==> src/source/beam_pkg.sv <==
// numeric formats shared by every stage of the beamformer
package beam_pkg;

    // input samples are signed 16-bit integers
    localparam int SAMPLE_WIDTH = 16;

    // weights are signed fractions with 7 fraction bits, so 8'h40 is one half
    localparam int WEIGHT_WIDTH = 8;
    localparam int WEIGHT_FRAC = 7;

    // one complex product after the shift by WEIGHT_FRAC needs 18 bits
    localparam int PRODUCT_WIDTH = 18;

    // four 18-bit products add up to at most 20 bits
    localparam int SUM_WIDTH = 20;

    localparam int LANES = 8;
    localparam int CHANNELS = 4;

    typedef logic signed [SAMPLE_WIDTH-1:0] sample_t;
    typedef logic signed [WEIGHT_WIDTH-1:0] weight_t;

    // real part sits in the upper half of every complex value
    typedef struct packed {
        sample_t re;
        sample_t im;
    } cplx_sample_t;

    typedef struct packed {
        weight_t re;
        weight_t im;
    } cplx_weight_t;

    typedef struct packed {
        logic signed [PRODUCT_WIDTH-1:0] re;
        logic signed [PRODUCT_WIDTH-1:0] im;
    } cplx_product_t;

    // lane 0 sits in the low bits of each array
    typedef cplx_sample_t [LANES-1:0] lanes_t;
    typedef cplx_product_t [LANES-1:0] product_lanes_t;
    typedef cplx_weight_t [CHANNELS-1:0] weight_set_t;

endpackage

==> src/source/stream_pkg.sv <==
// beats that travel between the stages of the beamformer
package stream_pkg;

    // one input beat of a channel, also the format of the combined output beat
    typedef struct packed {
        beam_pkg::lanes_t lanes;
        logic last;
    } in_beat_t;

    // all four weighted channels of one joined transfer
    // the last flag is the one taken from channel 0 at the join
    typedef struct packed {
        beam_pkg::product_lanes_t [beam_pkg::CHANNELS-1:0] channel;
        logic last;
    } weighted_beat_t;

endpackage

==> src/source/channel_combiner.sv <==
`timescale 1ns/1ps

// adds the weighted channels lane by lane and clamps each sum to a 16-bit sample
module channel_combiner (
    input  stream_pkg::weighted_beat_t weighted,
    output stream_pkg::in_beat_t combined
);

    // sign extension of one product to the width of the channel sum
    function automatic logic signed [beam_pkg::SUM_WIDTH-1:0] widen(
        input logic signed [beam_pkg::PRODUCT_WIDTH-1:0] value
    );
        widen = {{(beam_pkg::SUM_WIDTH - beam_pkg::PRODUCT_WIDTH)
                  {value[beam_pkg::PRODUCT_WIDTH-1]}}, value};
    endfunction

    // the sum fits in 16 bits when every bit above the sample's sign bit
    // repeats that sign bit, otherwise the sign of the sum picks the bound
    function automatic beam_pkg::sample_t saturate(
        input logic signed [beam_pkg::SUM_WIDTH-1:0] value
    );
        logic [beam_pkg::SUM_WIDTH-beam_pkg::SAMPLE_WIDTH:0] top;

        top = value[beam_pkg::SUM_WIDTH-1:beam_pkg::SAMPLE_WIDTH-1];
        if (&top || !(|top)) begin
            saturate = value[beam_pkg::SAMPLE_WIDTH-1:0];
        end else if (value[beam_pkg::SUM_WIDTH-1]) begin
            saturate = {1'b1, {(beam_pkg::SAMPLE_WIDTH - 1){1'b0}}};
        end else begin
            saturate = {1'b0, {(beam_pkg::SAMPLE_WIDTH - 1){1'b1}}};
        end
    endfunction

    always_comb begin
        logic signed [beam_pkg::SUM_WIDTH-1:0] sum_re;
        logic signed [beam_pkg::SUM_WIDTH-1:0] sum_im;

        for (int l = 0; l < beam_pkg::LANES; l++) begin
            sum_re = '0;
            sum_im = '0;
            // real and imaginary parts are summed and clamped on their own
            for (int c = 0; c < beam_pkg::CHANNELS; c++) begin
                sum_re = sum_re + widen(weighted.channel[c][l].re);
                sum_im = sum_im + widen(weighted.channel[c][l].im);
            end
            combined.lanes[l].re = saturate(sum_re);
            combined.lanes[l].im = saturate(sum_im);
        end
        combined.last = weighted.last;
    end

endmodule

==> config.mk <==
export PLATFORM = sky130hd
export DESIGN_NAME = channel_combiner
export DESIGN_NICKNAME = d
export VERILOG_FILES = /design/src/source/beam_pkg.sv /design/src/source/stream_pkg.sv /design/src/source/channel_combiner.sv
export SDC_FILE = /design/constraint.sdc
export NUM_CORES = 2
export LEC_CHECK = 0
export BUFFER_PORTS_ARGS = -buffer_cell sky130_fd_sc_hd__buf_4
export CAP_MARGIN = 20
export CORE_AREA = 3 3 554 556
export DETAILED_ROUTE_END_ITERATION = 10
export DIE_AREA = 0 0 557 559
export PLACE_DENSITY = 0.33
export SLEW_MARGIN = 30
export SYNTH_ARGS = -nofsm -noshare
export SYNTH_HDL_FRONTEND = slang
export SYNTH_SLANG_ARGS = --single-unit
export TNS_END_PERCENT = 1
==> constraint.sdc <==
create_clock -name vclk -period 4.35
set_input_delay 0.435 -clock vclk [all_inputs]
set_output_delay 0.435 -clock vclk [all_outputs]
set_load 0.005 [all_outputs]
* Word level (Yosys, flattened, before mapping) *
Index checks and enable logic that the tools add are counted.

storage, ports and cells
  register bits after elaboration = 0
  bits in latches = 0
  RAM bits = 0
  ROM bits = 0
  output and inout bits = 257
  logic and storage cells = 144
  memories = 0

operators by class
  add/sub/neg operators = 48
  multiply operators = 0
  divide/modulo/power cells = 0
  order comparisons = 0
  eq/ne operators = 0
  shift operators = 0
  mux-type cells = 32
  bitwise logic cells = 0
  reduce and logical (&&, ||, !) cells = 64

operators by type and width
  operator                                   number
  16-bit two-way mux                         32
  19-bit by 18-bit adder with 20-bit output  16
  20-bit by 18-bit adder with 20-bit output  16
  18-bit by 18-bit adder with 19-bit output  16
  5-bit AND reduction                        16
  5-bit OR reduction                         16
  1-bit logical NOT                          16
  1-bit logical OR                           16

* Longest topological paths before layout *
  word-level depth = 7
  mapped depth = 17

* Worst setup path after synthesis *
OpenSTA, ideal clock, no wires.

  kind = in2out
  start = input weighted[128] (netlist name)
  end = output combined[121] (netlist name)
  arrival = 4.194 ns
  data required time = 3.915 ns
  path slack = -0.279 ns
  cell stages on the path = 17
  cell sequence = inv_1 > fa_1 > inv_1 > fa_1 > ha_1 > inv_1 > fa_1 > nand2b_1 > a21oi_1 > a2111oi_2 > o221a_2 > o21ai_0 > o21bai_1 > nor3_1 > a21oi_1 > buf_2 > o31ai_2

RTL lines
  what                RTL line               source
  start: declaration  channel_combiner.sv:5  input stream_pkg::weighted_beat_t weighted,
  end: declaration    channel_combiner.sv:6  output stream_pkg::in_beat_t combined

==> reports/qor.yml <==
outcome: "complete, but fails checks"
failed_checks: "negative setup slack"
worstMarginPinSlew_ns: 0.612
postLayoutCoreUtil: 0.187
route.antenna.remaining_nets: 0
starting_density_of_the_core: 0.110
area_of_placed_instances_sq_um: 54400
synth.net_count: 6379
arrival_ns: 4.50
finalSetupViolCount: 248
layout.cells.most_common: "buf_4"
switchingPower_w: 0.0162
final_area_sq_um: 56600
vdd_ir_drop_max_v: 0.000646
number_of_placed_instances_taps_included: 10400
power_density_nw_per_um2: 568
critical_path.startpoint_type: "input port"
final_cell_mix: "buf_4 (2,054), inv_1 (1,608), fa_1 (566)"
dr_total_vias: 36200
hold_path_startpoint: "weighted[0]"
place.port_buffers: 1408
timing.slew.headroom: 0.589
yosysWarnings: 0
num-clock-buffers: 0
path_class: "in2out"
fin_worst_setup_slack_ns: -0.589
grt_pass1_vias: 40500
hold-worst-slack_ns: 0.870
rsz_0062_raised_after_global_routing: "yes"
hold_violations: 0
seqPwrFrac: 0
instances_no_fill: 10400
mapped_cell_area_sq_um: 33100
synth_seq_area_share: 0
design.final.nets: 8478
global_route_wire_length_before_repair_microns: 293000
grt-ovfl-total: 0
route.detailed.drc: 0
antenna_violations_before_repair: 99
vias_per_cell: 3.48
netSwitchingFraction: 0.504
synth_cell_type_count: 80
die_w_microns: 557
fin_crit_sh: 1.14
grt_start_max_net_pins: 16
clock.fmax_mhz: 202
worst-endpoint-required_ns: 3.91
hp-class: "in2out"
synthCells: 4330
critical_path_peak_fanout: 12
maxCapViolations: 0
gr-usage-all-layers: 0.130
totalWireLength_microns: 210000
area.growth.synth_to_final_pct: 70.7
timing.final.max_slew_violations: 0
ff_latch_area_sq_um: 0
height_of_the_die_microns: 559
gpl.final_weighted_congestion: 0.914
floorplan.io_pins: 1410
worstSetupEndpointType: "primary output"
p_leak_nw: 30.5
power.total_w: 0.0322
drt-wirelength-per-cell_microns: 20.2
drt_first_iter_violations: 1100
design.die.area_sq_um: 311000
detailedRoute.firstPassIterationCount: 5
share_clk_of_total_power: 0
syn-mean-instance-area_sq_um: 7.65
flops_and_latches: 0
fraction_of_final_layout_cells_sized_beyond_drive_strength_1: 0.391
worstSetupStartpoint: "weighted[93]"
dp_hpwl_microns: 201000
power.internal_w: 0.0160
fp.coreArea_sq_um: 303000
comb_power_share: 1.000
rows: 202
period_needed_ns: 4.94
==> synth_stat cells, types with 39 or more instances <==
cell type	n	area share
nand2_1	140	0.016
clkbuf_1	39	0.0044
xor2_1	104	0.027
o21ai_0	211	0.032
a21oi_1	261	0.039
nand2b_1	55	0.010
xnor2_1	146	0.039
a21o_1	115	0.026
nor2_1	124	0.014
fa_1	592	0.36
o21a_1	88	0.020
ha_1	304	0.11
inv_1	1632	0.18
nand3_1	55	0.0083
==> critical path, stage by stage <==
cell	delay [ns]
buf_4	0.08
inv_1	0.06
buf_12	0.14
fa_1	0.46
fa_1	0.54
inv_1	0.05
ha_1	0.28
buf_4	0.15
o211ai_1	0.45
a211o_1	0.25
buf_4	0.13
o21a_1	0.17
o22ai_1	0.10
a31oi_1	0.33
a41oi_2	0.22
buf_12	0.20
buf_4	0.14
o21a_1	0.18
buf_4	0.14
==> power groups by stage <==
stage                     Sequential, W  Combinational [W]       Clock [W]
final                                 0             0.0322  0.000000000577
after global routing                  0             0.0350  0.000000000295
after CTS                             0             0.0319               0
after detailed placement              0             0.0296               0
after global placement                0             0.0296               0
after floorplan                       0             0.0126               0
==> per-stage QoR <==
step | setup WS, ns | setup TNS [ns]
global placement | -1.39 | -162.06
global route | -0.760 | -127.49
finish | -0.589 | -80.30
detailed placement | -1.38 | -165.54
CTS | -0.647 | -99.48
floorplan | -0.0604 | -3.63
==> layout make-up <==
cell class	count	area [sq um]
fillers	34500	246000
multi-input cells	2649	28700
repair buffers	2146	16700
inverters	1632	6150
well taps	3978	4980
diodes	18	45.0
==> cell families after synthesis <==
kind of cell | synth area share
fa+ha+maj | 0.472
simple gates | 0.0798
compound gates | 0.188
mux | 0.00219
xor+xnor | 0.0661
buf+inv | 0.191
==> worst paths after layout <==
| check | slack [ns] | cells after the start | end |
|---|---|---|---|
| worst min-delay path | 0.87 | 0 | combined[0] |
| worst max-delay path | -0.59 | 19 | combined[89] |
==> layer usage <==
| metal | up-vias | GRT usage | share of wire |
|---|---|---|---|
| li1 | 17400 | - | - |
| met1 | 17600 | 0.154 | 0.40 |
| met2 | 958 | 0.241 | 0.51 |
| met3 | 181 | 0.0304 | 0.069 |
| met4 | 68 | 0.0199 | 0.017 |
| met5 | - | 0 | 0.0021 |
==> what timing repair did <==
action                                  in CTS  in global routing
cloned                                       4                  0
hold buffers                                 0                  0
gates resized for setup                    370                169
endpoints found under the setup margin     256                256
pin swaps                                   94                 81
setup buffers                                8                  5
endpoints found under the hold margin        0                  0
Power figures use the tool's default switching activity.
